[config.mk]
export PLATFORM = sky130hd
export DESIGN_NAME = cpuTop
export DESIGN_NICKNAME = d
export VERILOG_FILES = /design/src/isaPkg.sv /design/src/ctrlPkg.sv /design/src/aluCore.sv /design/src/accumulatorUnit.sv /design/src/addressUnit.sv /design/src/cpuControl.sv /design/src/cpuTop.sv
export SDC_FILE = /design/constraint.sdc
export NUM_CORES = 1
export LEC_CHECK = 0
export BUFFER_PORTS_ARGS = -buffer_cell sky130_fd_sc_hd__buf_4
export CAP_MARGIN = 5
export CORE_MARGIN = 2
export CORE_UTILIZATION = 50
export DETAILED_ROUTE_END_ITERATION = 10
export GPL_TIMING_DRIVEN = 0
export PLACE_DENSITY = 0.67
export SLEW_MARGIN = 20
export SYNTH_ARGS = -nofsm -noshare
export SYNTH_HDL_FRONTEND = slang
export SYNTH_SLANG_ARGS = --single-unit
[constraint.sdc]
create_clock -name CLK -period 3.1 [get_ports CLK]
set_input_delay 0.465 -clock CLK [delete_from_list [all_inputs] [get_ports CLK]]
set_output_delay 0.465 -clock CLK [all_outputs]
set_load 0.05 [all_outputs]
[src/isaPkg.sv]
// ========================================
// Accumulator CPU instruction set
// Opcode encodings, ALU operation codes and
// the status word with its two views
// ========================================
package isaPkg;

	typedef enum logic [7:0] {
		// Immediate operand
		opLdaImm = 8'h10,
		opAddImm = 8'h11,
		opSubImm = 8'h12,
		opAndImm = 8'h13,
		opOraImm = 8'h14,
		// Absolute address, low byte first
		opLdaAbs = 8'h20,
		opAddAbs = 8'h21,
		opSubAbs = 8'h22,
		opAndAbs = 8'h23,
		opOraAbs = 8'h24,
		opStaAbs = 8'h25,
		opJmpAbs = 8'h26,
		// Relative branches, signed offset byte
		opBcc    = 8'h30,
		opBcs    = 8'h31,
		opBeq    = 8'h32,
		opBne    = 8'h33,
		opBmi    = 8'h34,
		opBpl    = 8'h35,
		opBvc    = 8'h36,
		opBvs    = 8'h37,
		// Implied
		opCla    = 8'h40,
		opIna    = 8'h41,
		opDca    = 8'h42,
		opRol    = 8'h43,
		opRor    = 8'h44,
		opCpa    = 8'h45,
		opClc    = 8'h46,
		opSec    = 8'h47,
		opNop    = 8'h48,
		// Stack page
		opPha    = 8'h50,
		opPla    = 8'h51,
		opPhs    = 8'h52,
		opPls    = 8'h53,
		opHlt    = 8'h60
	} opcode;

	typedef enum logic [3:0] {
		aluPass, aluAdd, aluSub, aluAnd, aluOr, aluClear, aluInc,
		aluDec, aluRol, aluRor, aluCpl, aluClc, aluSec
	} aluOp;

	// Same byte seen raw on the stack and as flags in the core
	typedef union packed {
		logic [7:0] raw;
		struct packed {
			logic [1:0] rsvdHi;
			logic       n;
			logic       rsvd4;
			logic       v;
			logic       rsvd2;
			logic       z;
			logic       c;
		} flag;
	} statusWord;

endpackage

[src/ctrlPkg.sv]
// ========================================
// Accumulator CPU control types
// FSM states and bus source selectors
// ========================================
package ctrlPkg;

	typedef enum logic [3:0] {
		stFetch,
		stDecode,
		stImm,
		stAdrLo,
		stAdrHi,
		stMemRead,
		stMemWrite,
		stPush,
		stPop,
		stHalt,
		stIllegal
	} cpuState;

	typedef enum logic [1:0] {
		adrPc,      // Program counter
		adrOperand, // Latched absolute address
		adrPush,    // stackPage:P
		adrPop      // stackPage:P-1
	} addrSrc;

	typedef enum logic {
		wrAcc,
		wrStatus
	} wrSrc;

endpackage

[src/aluCore.sv]
// ========================================
// Accumulator ALU
// Arithmetic, logic and rotates with flags
// ========================================
`timescale 1ns/1ns

module aluCore (
	input  logic [7:0]        acc,
	input  logic [7:0]        operand,
	input  isaPkg::aluOp      op,
	input  isaPkg::statusWord flagsIn,
	output logic [7:0]        result,
	output isaPkg::statusWord flagsOut
);

	logic [8:0] sum;

	always_comb begin
		sum = 9'd0;
		result = acc;
		flagsOut = flagsIn;
		case (op)
			isaPkg::aluPass: result = operand;
			isaPkg::aluAdd: begin
				sum = {1'b0, acc} + {1'b0, operand};
				result = sum[7:0];
				flagsOut.flag.c = sum[8];
				flagsOut.flag.v = (acc[7] == operand[7]) && (sum[7] != acc[7]);
			end
			isaPkg::aluSub: begin
				sum = {1'b0, acc} - {1'b0, operand};
				result = sum[7:0];
				flagsOut.flag.c = sum[8]; // Borrow
				flagsOut.flag.v = (acc[7] != operand[7]) && (sum[7] != acc[7]);
			end
			isaPkg::aluAnd: result = acc & operand;
			isaPkg::aluOr: result = acc | operand;
			isaPkg::aluClear: result = 8'd0;
			isaPkg::aluInc: begin
				sum = {1'b0, acc} + 9'd1;
				result = sum[7:0];
				flagsOut.flag.c = sum[8];
			end
			isaPkg::aluDec: begin
				sum = {1'b0, acc} - 9'd1;
				result = sum[7:0];
				flagsOut.flag.c = sum[8];
			end
			// Rotates go through carry
			isaPkg::aluRol: begin
				result = {acc[6:0], flagsIn.flag.c};
				flagsOut.flag.c = acc[7];
			end
			isaPkg::aluRor: begin
				result = {flagsIn.flag.c, acc[7:1]};
				flagsOut.flag.c = acc[0];
			end
			isaPkg::aluCpl: result = ~acc;
			isaPkg::aluClc: flagsOut.flag.c = 1'b0;
			isaPkg::aluSec: flagsOut.flag.c = 1'b1;
			default: result = acc;
		endcase
		flagsOut.flag.z = (result == 8'd0);
		flagsOut.flag.n = result[7];
	end

endmodule

[src/accumulatorUnit.sv]
// ========================================
// Accumulator datapath
// A and status registers, ALU, write data
// ========================================
`timescale 1ns/1ns

module accumulatorUnit (
	input  logic              CLK,
	input  logic              rstN,
	input  logic [7:0]        rdData,
	input  isaPkg::aluOp      aluOp,
	input  logic              accLoad,
	input  logic              flagLoad,
	input  ctrlPkg::wrSrc     wrSel,
	output isaPkg::statusWord flags,
	output logic [7:0]        wrData
);

	logic [7:0]        accReg;
	logic [7:0]        aluResult;
	isaPkg::statusWord statusReg;
	isaPkg::statusWord aluFlags;
	isaPkg::statusWord plsWord;

	aluCore uAlu (
		.acc      (accReg),
		.operand  (rdData),
		.op       (aluOp),
		.flagsIn  (statusReg),
		.result   (aluResult),
		.flagsOut (aluFlags)
	);

	// Popped status byte, unused bits forced to zero
	always_comb begin
		plsWord = '0;
		plsWord.flag.c = rdData[0];
		plsWord.flag.z = rdData[1];
		plsWord.flag.v = rdData[3];
		plsWord.flag.n = rdData[5];
	end

	always_ff @(posedge CLK) begin
		if (!rstN) begin
			accReg <= 8'd0;
			statusReg <= '0;
		end else if (accLoad) begin
			accReg <= aluResult;
			statusReg <= aluFlags;
		end else if (flagLoad) begin
			statusReg.raw <= plsWord.raw; // PLS
		end
	end

	assign flags = statusReg;
	assign wrData = (wrSel == ctrlPkg::wrStatus) ? statusReg.raw : accReg;

endmodule

[src/addressUnit.sv]
// ========================================
// Address datapath
// PC, operand address, stack pointer and
// the address bus multiplexer
// ========================================
`timescale 1ns/1ns

module addressUnit #(
	parameter logic [15:0] resetVector = 16'h0000,
	parameter logic [7:0]  stackPage   = 8'hFF
) (
	input  logic             CLK,
	input  logic             rstN,
	input  logic [7:0]       rdData,
	input  ctrlPkg::addrSrc  addrSel,
	input  logic             pcStep,
	input  logic             pcLoad,
	input  logic             branchTaken,
	input  logic             adrLoLoad,
	input  logic             adrHiLoad,
	input  logic             spPush,
	input  logic             spPop,
	output logic [15:0]      address
);

	logic [15:0] pc;
	logic [15:0] operandAdr;
	logic [7:0]  adrLo;
	logic [7:0]  sp;

	always_ff @(posedge CLK) begin
		if (!rstN) begin
			pc <= resetVector;
			sp <= 8'd0;
		end else begin
			if (pcLoad)
				pc <= {rdData, adrLo}; // JMP
			else if (branchTaken)
				pc <= pc + 16'd1 + {{8{rdData[7]}}, rdData};
			else if (pcStep)
				pc <= pc + 16'd1;

			if (spPush)
				sp <= sp + 8'd1;
			else if (spPop)
				sp <= sp - 8'd1;
		end
	end

	// Low byte waits here until the high byte arrives
	always_ff @(posedge CLK) begin
		if (adrLoLoad)
			adrLo <= rdData;
		if (adrHiLoad)
			operandAdr <= {rdData, adrLo};
	end

	always_comb begin
		case (addrSel)
			ctrlPkg::adrPc:      address = pc;
			ctrlPkg::adrOperand: address = operandAdr;
			ctrlPkg::adrPush:    address = {stackPage, sp};
			ctrlPkg::adrPop:     address = {stackPage, sp - 8'd1};
			default:             address = pc;
		endcase
	end

	// Control never asks for a jump and a branch in one cycle
	pcSourceOne: assert property (@(posedge CLK) disable iff (!rstN)
		!(pcLoad && branchTaken));

endmodule

[src/cpuControl.sv]
// ========================================
// Accumulator CPU control
// Opcode latch, state FSM, bus strobes and
// branch decision
// ========================================
`timescale 1ns/1ns

module cpuControl (
	input  logic              CLK,
	input  logic              rstN,
	input  logic [7:0]        rdData,
	input  isaPkg::statusWord flags,
	output logic              fetch,
	output logic              rdEn,
	output logic              wrEn,
	output logic              halt,
	output isaPkg::aluOp      aluOp,
	output logic              accLoad,
	output logic              flagLoad,
	output ctrlPkg::wrSrc     wrSel,
	output ctrlPkg::addrSrc   addrSel,
	output logic              pcStep,
	output logic              pcLoad,
	output logic              branchTaken,
	output logic              adrLoLoad,
	output logic              adrHiLoad,
	output logic              spPush,
	output logic              spPop
);

	ctrlPkg::cpuState state, nextState;
	isaPkg::opcode    ir;
	logic             isBranch;
	logic             condMet;

	// Reset waits in the fetch of the reset vector
	always_ff @(posedge CLK) begin
		if (!rstN) begin
			state <= ctrlPkg::stFetch;
			ir <= isaPkg::opNop;
			halt <= 1'b0;
		end else begin
			state <= nextState;
			if (state == ctrlPkg::stFetch)
				ir <= isaPkg::opcode'(rdData);
			if (nextState == ctrlPkg::stHalt)
				halt <= 1'b1;
			else if (nextState == ctrlPkg::stIllegal)
				halt <= ~halt; // Blinks on undefined opcode
			else
				halt <= 1'b0;
		end
	end

	always_comb begin
		case (ir)
			isaPkg::opAddImm, isaPkg::opAddAbs: aluOp = isaPkg::aluAdd;
			isaPkg::opSubImm, isaPkg::opSubAbs: aluOp = isaPkg::aluSub;
			isaPkg::opAndImm, isaPkg::opAndAbs: aluOp = isaPkg::aluAnd;
			isaPkg::opOraImm, isaPkg::opOraAbs: aluOp = isaPkg::aluOr;
			isaPkg::opCla: aluOp = isaPkg::aluClear;
			isaPkg::opIna: aluOp = isaPkg::aluInc;
			isaPkg::opDca: aluOp = isaPkg::aluDec;
			isaPkg::opRol: aluOp = isaPkg::aluRol;
			isaPkg::opRor: aluOp = isaPkg::aluRor;
			isaPkg::opCpa: aluOp = isaPkg::aluCpl;
			isaPkg::opClc: aluOp = isaPkg::aluClc;
			isaPkg::opSec: aluOp = isaPkg::aluSec;
			default: aluOp = isaPkg::aluPass; // LDA, PLA
		endcase
	end

	always_comb begin
		isBranch = 1'b1;
		case (ir)
			isaPkg::opBcc: condMet = !flags.flag.c;
			isaPkg::opBcs: condMet = flags.flag.c;
			isaPkg::opBeq: condMet = flags.flag.z;
			isaPkg::opBne: condMet = !flags.flag.z;
			isaPkg::opBmi: condMet = flags.flag.n;
			isaPkg::opBpl: condMet = !flags.flag.n;
			isaPkg::opBvc: condMet = !flags.flag.v;
			isaPkg::opBvs: condMet = flags.flag.v;
			default: begin
				isBranch = 1'b0;
				condMet = 1'b0;
			end
		endcase
	end

	always_comb begin
		nextState = state;
		fetch = 1'b0;
		rdEn = 1'b0;
		wrEn = 1'b0;
		accLoad = 1'b0;
		flagLoad = 1'b0;
		wrSel = ctrlPkg::wrAcc;
		addrSel = ctrlPkg::adrPc;
		pcStep = 1'b0;
		pcLoad = 1'b0;
		branchTaken = 1'b0;
		adrLoLoad = 1'b0;
		adrHiLoad = 1'b0;
		spPush = 1'b0;
		spPop = 1'b0;
		case (state)
			ctrlPkg::stFetch: begin
				fetch = 1'b1;
				rdEn = 1'b1;
				pcStep = 1'b1;
				nextState = ctrlPkg::stDecode;
			end
			ctrlPkg::stDecode: begin
				case (ir)
					isaPkg::opLdaImm, isaPkg::opAddImm, isaPkg::opSubImm,
					isaPkg::opAndImm, isaPkg::opOraImm,
					isaPkg::opBcc, isaPkg::opBcs, isaPkg::opBeq, isaPkg::opBne,
					isaPkg::opBmi, isaPkg::opBpl, isaPkg::opBvc, isaPkg::opBvs:
						nextState = ctrlPkg::stImm;
					isaPkg::opLdaAbs, isaPkg::opAddAbs, isaPkg::opSubAbs,
					isaPkg::opAndAbs, isaPkg::opOraAbs, isaPkg::opStaAbs,
					isaPkg::opJmpAbs:
						nextState = ctrlPkg::stAdrLo;
					isaPkg::opCla, isaPkg::opIna, isaPkg::opDca, isaPkg::opRol,
					isaPkg::opRor, isaPkg::opCpa, isaPkg::opClc, isaPkg::opSec: begin
						accLoad = 1'b1; // Implied op completes here
						nextState = ctrlPkg::stFetch;
					end
					isaPkg::opNop: nextState = ctrlPkg::stFetch;
					isaPkg::opPha, isaPkg::opPhs: nextState = ctrlPkg::stPush;
					isaPkg::opPla, isaPkg::opPls: nextState = ctrlPkg::stPop;
					isaPkg::opHlt: nextState = ctrlPkg::stHalt;
					default: nextState = ctrlPkg::stIllegal;
				endcase
			end
			ctrlPkg::stImm: begin
				rdEn = 1'b1;
				pcStep = 1'b1;
				if (isBranch)
					branchTaken = condMet;
				else
					accLoad = 1'b1;
				nextState = ctrlPkg::stFetch;
			end
			ctrlPkg::stAdrLo: begin
				rdEn = 1'b1;
				pcStep = 1'b1;
				adrLoLoad = 1'b1;
				nextState = ctrlPkg::stAdrHi;
			end
			ctrlPkg::stAdrHi: begin
				rdEn = 1'b1;
				if (ir == isaPkg::opJmpAbs) begin
					pcLoad = 1'b1;
					nextState = ctrlPkg::stFetch;
				end else begin
					pcStep = 1'b1;
					adrHiLoad = 1'b1;
					nextState = (ir == isaPkg::opStaAbs) ? ctrlPkg::stMemWrite
						: ctrlPkg::stMemRead;
				end
			end
			ctrlPkg::stMemRead: begin
				rdEn = 1'b1;
				addrSel = ctrlPkg::adrOperand;
				accLoad = 1'b1;
				nextState = ctrlPkg::stFetch;
			end
			ctrlPkg::stMemWrite: begin
				wrEn = 1'b1;
				addrSel = ctrlPkg::adrOperand;
				nextState = ctrlPkg::stFetch;
			end
			ctrlPkg::stPush: begin
				wrEn = 1'b1;
				addrSel = ctrlPkg::adrPush;
				wrSel = (ir == isaPkg::opPhs) ? ctrlPkg::wrStatus : ctrlPkg::wrAcc;
				spPush = 1'b1;
				nextState = ctrlPkg::stFetch;
			end
			ctrlPkg::stPop: begin
				rdEn = 1'b1;
				addrSel = ctrlPkg::adrPop;
				spPop = 1'b1;
				if (ir == isaPkg::opPls)
					flagLoad = 1'b1;
				else
					accLoad = 1'b1;
				nextState = ctrlPkg::stFetch;
			end
			ctrlPkg::stHalt: nextState = ctrlPkg::stHalt;
			default: nextState = ctrlPkg::stIllegal;
		endcase
		if (!rstN) begin // Bus idle while reset holds
			fetch = 1'b0;
			rdEn = 1'b0;
		end
	end

	busExclusive: assert property (@(posedge CLK) disable iff (!rstN)
		!(rdEn && wrEn));

	fetchReads: assert property (@(posedge CLK) disable iff (!rstN)
		fetch |-> rdEn);

endmodule

[src/cpuTop.sv]
// ========================================
// Accumulator CPU top level
// Control FSM joined to both datapaths
// ========================================
`timescale 1ns/1ns

module cpuTop #(
	parameter logic [15:0] resetVector = 16'h0000,
	parameter logic [7:0]  stackPage   = 8'hFF
) (
	input  logic        CLK,
	input  logic        rstN,
	input  logic [7:0]  rdData,
	output logic [15:0] address,
	output logic [7:0]  wrData,
	output logic        rdEn,
	output logic        wrEn,
	output logic        fetch,
	output logic        halt
);

	isaPkg::statusWord flags;
	isaPkg::aluOp      aluOp;
	ctrlPkg::wrSrc     wrSel;
	ctrlPkg::addrSrc   addrSel;
	logic              accLoad, flagLoad;
	logic              pcStep, pcLoad, branchTaken;
	logic              adrLoLoad, adrHiLoad, spPush, spPop;

	cpuControl uControl (
		.CLK (CLK), .rstN (rstN), .rdData (rdData), .flags (flags),
		.fetch (fetch), .rdEn (rdEn), .wrEn (wrEn), .halt (halt),
		.aluOp (aluOp), .accLoad (accLoad), .flagLoad (flagLoad),
		.wrSel (wrSel), .addrSel (addrSel),
		.pcStep (pcStep), .pcLoad (pcLoad), .branchTaken (branchTaken),
		.adrLoLoad (adrLoLoad), .adrHiLoad (adrHiLoad),
		.spPush (spPush), .spPop (spPop)
	);

	accumulatorUnit uAccum (
		.CLK (CLK), .rstN (rstN), .rdData (rdData), .aluOp (aluOp),
		.accLoad (accLoad), .flagLoad (flagLoad), .wrSel (wrSel),
		.flags (flags), .wrData (wrData)
	);

	addressUnit #(
		.resetVector (resetVector),
		.stackPage   (stackPage)
	) uAddress (
		.CLK (CLK), .rstN (rstN), .rdData (rdData), .addrSel (addrSel),
		.pcStep (pcStep), .pcLoad (pcLoad), .branchTaken (branchTaken),
		.adrLoLoad (adrLoLoad), .adrHiLoad (adrHiLoad),
		.spPush (spPush), .spPop (spPop), .address (address)
	);

endmodule

==> results of run 1 <==
final cells by class:
| cell class | count | area (µm²) |
|---|---|---|
| Clock inverter | 6 | 43.8 |
| Inverter | 39 | 150 |
| Buffer | 46 | 246 |
| Sequential cell | 73 | 1710 |
| Clock buffer | 10 | 229 |
| Tap cell | 176 | 220 |
| Timing Repair Buffer | 42 | 315 |
| Multi-Input combinational cell | 695 | 4640 |
| Fill cell | 1255 | 5530 |
what timing repair did:
action | 4_1_cts | 5_1_grt
gates cloned | 0 | 0
pin swaps | 2 | 4
endpoints found under the setup margin | 36 | 29
gates resized for setup | 19 | 36
setup buffers | 1 | 5
state kept, by name (all words and copies together) (netlist names):
signal / cells
uAccum.accReg: 8
uAddress.operandAdr: 16
uControl.ir: 8
uAddress.pc: 16
uControl.state: 4
uControl.halt: 1
uAddress.adrLo: 8
uAddress.sp: 8
uAccum.flags: 4
through the flow:
step	util, %	hold slack [ns]
6_report	57.8	0.427
5_1_grt	57.8	0.428
4_1_cts	56.8	0.428
3_5_place_dp	54.4	0.440
3_3_place_gp	54.3	0.440
2_1_floorplan	-	0.426
kinds of logic after synthesis:
family / after synthesis / share of synthesized area, %
compound gates: 269 / 28.2
fa+ha+maj: 47 / 9.23
simple gates: 328 / 23.7
flops: 73 / 25.7
buf+inv: 90 / 5.83
mux: 11 / 1.87
xor+xnor: 40 / 5.53
final timing paths:
check                          from                       to  slack, ns  cells past startpoint
setup reg to reg     uControl.ir[1]           uAddress.pc[6]       0.07                      9
hold / removal            rdData[7]  uAddress.operandAdr[15]       0.43                      1
hold reg to reg   uAddress.adrLo[6]   uAddress.operandAdr[6]       0.45                      0
setup / recovery     uControl.ir[1]           uAddress.pc[6]       0.07                      9
power by group:
group / total, W / switching, W / internal [W]
combinational: 0.00455 / 0.00298 / 0.00157
sequential: 0.00146 / 0.000254 / 0.00121
clock: 0.00101 / 0.000465 / 0.000544
total: 0.00702 / 0.00369 / 0.00333
layer usage:
layer / track usage (%) / wire [µm] / share of wire [%] / vias up
li1: - / - / - / 3293
met1: 40.4 / 9560 / 40 / 3412
met2: 55.8 / 11400 / 48 / 370
met3: 6.13 / 1880 / 7.8 / 74
met4: 17.3 / 1060 / 4.4 / 0
met5: 0 / 0 / 0 / -
cells in the final DEF, fill, tap and decap left out, drive strengths merged, types with 5 or more instances in the layout:
master,n
a211oi,23
nor2b,10
buf,62
nand2b,8
a21o,5
nor3,29
xor2,12
edfxtp,24
o22a,10
inv,37
o21bai,9
nor4,7
or3,6
a22oi,5
clkinvlp,5
a221oi,12
a31oi,16
xnor2,28
o31ai,10
nand2,90
o22ai,9
o221a,5
and3,11
o211ai,13
nand3,38
and2,11
mux2i,9
ha,44
a21oi,67
clkbuf,36
nor2,92
dfxtp,49
nand4,10
o21ai,42
==> qor.yml, run 1 <==
syn_to_final_growth_pct: 14.3
min_period_ns: 3.03
die_w_um: 119
peakVddDrop_mv: 0.482
finalNonFillerCells: 1087
cts_max_level: 3
worstHoldPathType: "input port to register"
ant_nets: 0
ys_ff_latch: 73
setup_violations: 0
dr.pass1.iters: 7
crit_arrival_ns: 3.31
postPlaceCellArea_um2: 7110
track_usage_pct: 33.2
cpPeakStageDelay_ns: 0.54
synthCells: 858
start_util_pct: 50.5
syn_nets: 915
cp-start-kind: "register"
place_inst: 1070
io_pins: 38
overflow: 0
cp_common_cell: "buf_2"
path_class: "register to register"
clockRootBuffer: "clkbuf_16"
status: "finished clean"
pre_cts_ws_ns: -0.346
yosys-top-cells-area: "dfxtp_1 (15%), edfxtp_1 (11%), ha_1 (8.3%)"
finalHoldViolCount: 0
drc_errors: 0
clock_latency_ns: 0.35
synth_area_um2: 6610
final_area_um2: 7560
io_buffers: 36
cts.clk_slew.worst_paths_ns: 0.07
synth_cell_types: 81
end_kind: "register"
max_slew_margin_pct: 37.7
grt_max_degree: 18
first_global_vias: 6770
rows: 42
crit_family: "simple AND/OR/NAND/NOR gates"
ys.flop_type: "dfxtp_1"
p_per_area_nw_per_um2: 929
leakage_nw: 2.86
min_period_over_period_pct: 97.8
crit_chain: "nor2b_1 -> clkbuf_1 -> nand4_1 -> or4_1 -> buf_2 -> buf_2 -> a211oi_1 -> a21oi_1 -> nor2_1"
cts_buffers: 9
drt-total-wl_um: 23900
yosys-top-cells-count: "nand2_1 (90), nor2_1 (90), a21oi_1 (67), dfxtp_1 (49), ha_1 (44)"
synth_edf_count: 24
diodes: 0
die-area_um2: 14200
grt_antenna_before_repair: 0
syn-mean-instance-area_um2: 7.71
cp_slowest_cell: "clkbuf_1"
slew_viol_final: 0
cap_violations: 0
skew_ns: 0.0116
ys_seq_area_share_pct: 25.7
gp_congestion: 1.01
clock_path_buffers: 2
core_area_um2: 13100
cts_tree: "built"
clock_sinks: 73
grt_pass1_wl_um: 36700
detailed_place_hpwl_um: 17600
synth_warnings: 0
die_h_um: 119
netlist.area_leader.share_pct: 14.8
yosysTopAreaCell: "dfxtp_1"
tightest_slew_ns: 0.935
rsz0062_at_grt: "yes"
vias_per_cell: 6.58
num_vias: 7149
layout.nets: 963
setup_tns_ns: 0
wl_per_cell_um: 22.0
async_flop_share_pct: 0
max_clock_freq_ghz: 0.330
worst_ep_required_time_ns: 3.38
postCtsHoldBufs: 0
path_max_fanout: 10
drt_iter0_markers: 688
drive_gt1_share_pct: 14.6
p_total_w: 0.00702
layout_setup_ws_ns: 0.0672
path_buf_inv: 3
Note: power is estimated with default switching activity, not from simulation.
==> inputs of run 2 (changes only) <==
--- a/config.mk
+++ b/config.mk
@@ -11,2 +11,4 @@
 export CORE_UTILIZATION = 50
+export CTS_BUF_LIST = sky130_fd_sc_hd__clkbuf_8
+export CTS_CLUSTER_SIZE = 40
 export DETAILED_ROUTE_END_ITERATION = 10
--- a/constraint.sdc
+++ b/constraint.sdc
@@ -3,2 +3,2 @@
 set_output_delay 0.465 -clock CLK [all_outputs]
-set_load 0.05 [all_outputs]
+set_load 0.005 [all_outputs]
==> qor.yml, run 2 (synthesized netlist as in run 1, its figures left out) <==
rows: 42
detailed_place_hpwl_um: 17600
cp_slowest_cell: "dfxtp_4"
num_vias: 7134
drive_gt1_share_pct: 14.9
finalHoldViolCount: 0
end_kind: "register"
path_buf_inv: 1
grt_pass1_wl_um: 36700
layout_setup_ws_ns: 0.0139
ant_nets: 0
track_usage_pct: 33.1
worst_ep_required_time_ns: 3.38
cpPeakStageDelay_ns: 0.39
worstHoldPathType: "input port to register"
min_period_ns: 3.09
diodes: 0
top_regs: "uAddress.operandAdr (16), uAddress.pc (16)"
clock_path_buffers: 2
status: "finished clean"
peakVddDrop_mv: 0.414
leakage_nw: 2.80
final_common_cell: "nand2_1"
mostFrequentLayoutCells: "nand2_1 (89), nor2_1 (87), a21oi_1 (67)"
drt-total-wl_um: 23900
syn_to_final_growth_pct: 12.7
core_area_um2: 13100
min_period_over_period_pct: 99.6
setup_violations: 0
crit_chain: "clkinvlp_4 -> ha_1 -> fa_2 -> o21bai_1 -> a21oi_1 -> o31a_1 -> a221oi_1 -> a21oi_1 -> a211oi_2 -> nand4_1 -> o31ai_2"
clockRootBuffer: "clkbuf_8"
clock_latency_ns: 0.38
drt_iter0_markers: 827
postPlaceCellArea_um2: 7110
drc_errors: 0
grt_antenna_before_repair: 0
cts_max_level: 3
die_w_um: 119
first_global_vias: 6794
crit_family: "compound AO/OA/AOI/OAI gates"
final_area_um2: 7450
slew_viol_final: 0
layout.nets: 963
dr.pass1.iters: 5
cp-start-kind: "register"
die_h_um: 119
cts.clk_slew.worst_paths_ns: 0.10
gp_congestion: 1.01
io_buffers: 36
skew_ns: 0.0194
clock_sinks: 73
postCtsHoldBufs: 0
cp_common_cell: "a21oi_1"
tightest_slew_ns: 0.933
path_max_fanout: 5
start_util_pct: 50.5
max_clock_freq_ghz: 0.324
fin_util_pct: 56.9
grt_max_degree: 18
wl_per_cell_um: 22.0
overflow: 0
cap_violations: 0
r2r_setup_slack_ns: 0.01
path_class: "register to register"
io_pins: 38
cts_tree: "built"
max_slew_margin_pct: 37.8
cts_buffers: 9
fill_cells: 1273
crit_arrival_ns: 3.37
p_per_area_nw_per_um2: 823
die-area_um2: 14200
pre_cts_ws_ns: -0.346
vias_per_cell: 6.56
setup_tns_ns: 0
==> run 2: through the flow <==
stage	power (W)	std cells	hold slack, ns
final	0.00613	1087	0.395
after global routing	0.00655	1087	0.396
after CTS	0.00596	1084	0.387
after detailed placement	0.00519	1070	0.440
after global placement	0.00512	1070	0.440
after floorplan	0.00406	858	0.426
==> run 2: power breakdown <==
| part | switching [W] | internal [W] | leakage (nW) |
|---|---|---|---|
| Combinational | 0.00240 | 0.00155 | 2.10 |
| Sequential | 0.000252 | 0.00121 | 0.620 |
| Clock | 0.000432 | 0.000289 | 0.0791 |
==> run 2: layout make-up <==
cell class	instances	area [µm²]	share of cell area [%]
Sequential cell	73	1710	23.0
Clock buffer	9	124	1.66
Buffer	46	244	3.27
Timing Repair Buffer	42	315	4.23
Clock inverter	7	47.5	0.638
Multi-Input combinational cell	695	4640	62.2
Tap cell	176	220	2.96
Inverter	39	150	2.02
==> run 2: path summary, 6_finish.rpt <==
path	start	to	cells after the start
hold / removal	rdData[7]	uAddress.operandAdr[15]	1
setup / recovery	uAccum.accReg[0]	uAccum.flags[1]	11
hold reg to reg	uAddress.adrLo[6]	uAddress.operandAdr[6]	0
setup reg to reg	uAccum.accReg[0]	uAccum.flags[1]	11
==> run 2: repair_timing <==
action | in CTS | in global routing
pin swaps | 2 | 4
gates resized for setup | 21 | 32
setup endpoints to repair | 34 | 27
setup buffers | 1 | 5
==> run 2: layer usage <==
layer	wire [µm]	track usage (%)
met5	0	0
met4	1100	16.8
met3	1770	6.61
met2	11400	55.9
met1	9600	39.9
==> inputs of run 3 (changes only) <==
CELL_PAD_IN_SITES_DETAIL_PLACEMENT = 1   (was not set)
CELL_PAD_IN_SITES_GLOBAL_PLACEMENT = 1   (was not set)
CORE_UTILIZATION = 48   (was 50)
PLACE_DENSITY = not set   (was 0.67)
PLACE_DENSITY_LB_ADDON = 0.1   (was not set)
==> qor.yml, run 3 (synthesized netlist as in run 1, its figures left out) <==
start_util_pct: 49.5
min_period_over_period_pct: 97.6
ant_nets: 0
grt_antenna_before_repair: 0
clockRootBuffer: "clkbuf_8"
cap_violations: 0
end_kind: "register"
clock_sinks: 73
die_h_um: 121
drt-total-wl_um: 27000
layout.nets: 963
place_inst: 1070
p_per_area_nw_per_um2: 845
cp-start-kind: "register"
grt_max_degree: 18
core_area_um2: 13300
worst_ep_required_time_ns: 3.38
dr.pass1.iters: 5
gp_congestion: 0.987
rows: 42
die_w_um: 121
drive_gt1_share_pct: 15.3
top_layer: "met4"
clock_latency_ns: 0.39
detailed_place_hpwl_um: 19900
io_buffers: 36
rsz0062_at_grt: "yes"
worstHoldPathType: "input port to register"
first_global_vias: 7369
min_period_ns: 3.03
routed-wl-met3_um: 1790
leakage_nw: 2.80
syn_to_final_growth_pct: 12.8
cts.clk_slew.worst_paths_ns: 0.10
path_class: "register to register"
drc_errors: 0
path_max_fanout: 17
peakVddDrop_mv: 0.545
num_vias: 7339
die-area_um2: 14700
wl_met1_um: 10800
status: "finished clean"
final_common_cell: "nand2_1"
track_usage_pct: 36.6
setup_violations: 0
max_clock_freq_ghz: 0.330
overflow: 0
top_regs: "uAddress.operandAdr (16), uAddress.pc (16)"
postCtsHoldBufs: 0
p_total_w: 0.00631
cts_max_level: 3
slew_viol_final: 0
crit_arrival_ns: 3.30
grt_pass1_wl_um: 41200
vias_per_cell: 6.75
finalHoldViolCount: 0
cts_tree: "built"
diodes: 0
wl_per_cell_um: 24.8
mostFrequentLayoutCells: "nand2_1 (89), nor2_1 (88), a21oi_1 (64)"
fill_cells: 1670
drt_iter0_markers: 716
finalNonFillerCells: 1087
postPlaceCellArea_um2: 7110
io_pins: 38
final_area_um2: 7460
cts_buffers: 9
fin_util_pct: 55.9
tightest_slew_ns: 1.05
max_slew_margin_pct: 30.2
dr_wl_met2_um: 12900
clock_path_buffers: 2
skew_ns: 0.0204
[run 3: timing repair]
action	4_1_cts	5_1_grt
cloned	0	0
pin swaps	0	3
setup endpoints to repair	34	28
resized for setup	22	36
buffers inserted	0	7
[run 3: worst max-delay path: stages, from the launching register on]
cell and delay (ns):
dfxtp_1 0.44, nor2b_1 0.16, buf_1 0.58, nand4_1 0.42, and3_1 0.67, o21ai_0 0.22
o31a_1 0.19, o21ai_0 0.09, and2_1 0.16
[run 3: per-stage QoR]
step	hold slack (ns)	TNS (ns)	setup WS, ns
floorplan	0.426	0	0.375
global placement	0.436	-1.14	-0.243
detailed placement	0.445	-2.55	-0.355
CTS	0.395	0	0.0000504
global route	0.394	-0.0208	-0.0153
finish	0.406	0	0.0739
[run 3: final timing paths]
kind / from / end / slack [ns] / depth (start not counted)
max reg2reg: uControl.ir[1] / uControl.halt / 0.07 / 8
min: rdData[0] / uAddress.adrLo[0] / 0.41 / 1
min reg2reg: uAddress.adrLo[3] / uAddress.operandAdr[3] / 0.47 / 0
max: uControl.ir[1] / uControl.halt / 0.07 / 8
[run 3: routing by layer]
| layer | vias to the layer above | global-route usage (%) |
|---|---|---|
| li1 | 3283 | - |
| met4 | 0 | 21.2 |
| met3 | 104 | 6.44 |
| met2 | 344 | 60.8 |
| met1 | 3608 | 44.4 |
| met5 | - | 0 |
[run 3: area by class of cell]
type,instances,area (µm²),share of cell area (%)
multi-input combinational,695,4650,62.4
sequential,73,1710,23.0
timing repair buffer,43,323,4.33
buffer,45,233,3.12
tap,176,220,2.95
inverter,39,146,1.96
clock buffer,9,124,1.66
clock inverter,7,47.5,0.637
[run 3: report_power, final]
group / switching, W / internal [W]
registers: 0.000279 / 0.00121
logic: 0.00255 / 0.00155
clock network: 0.000435 / 0.000289
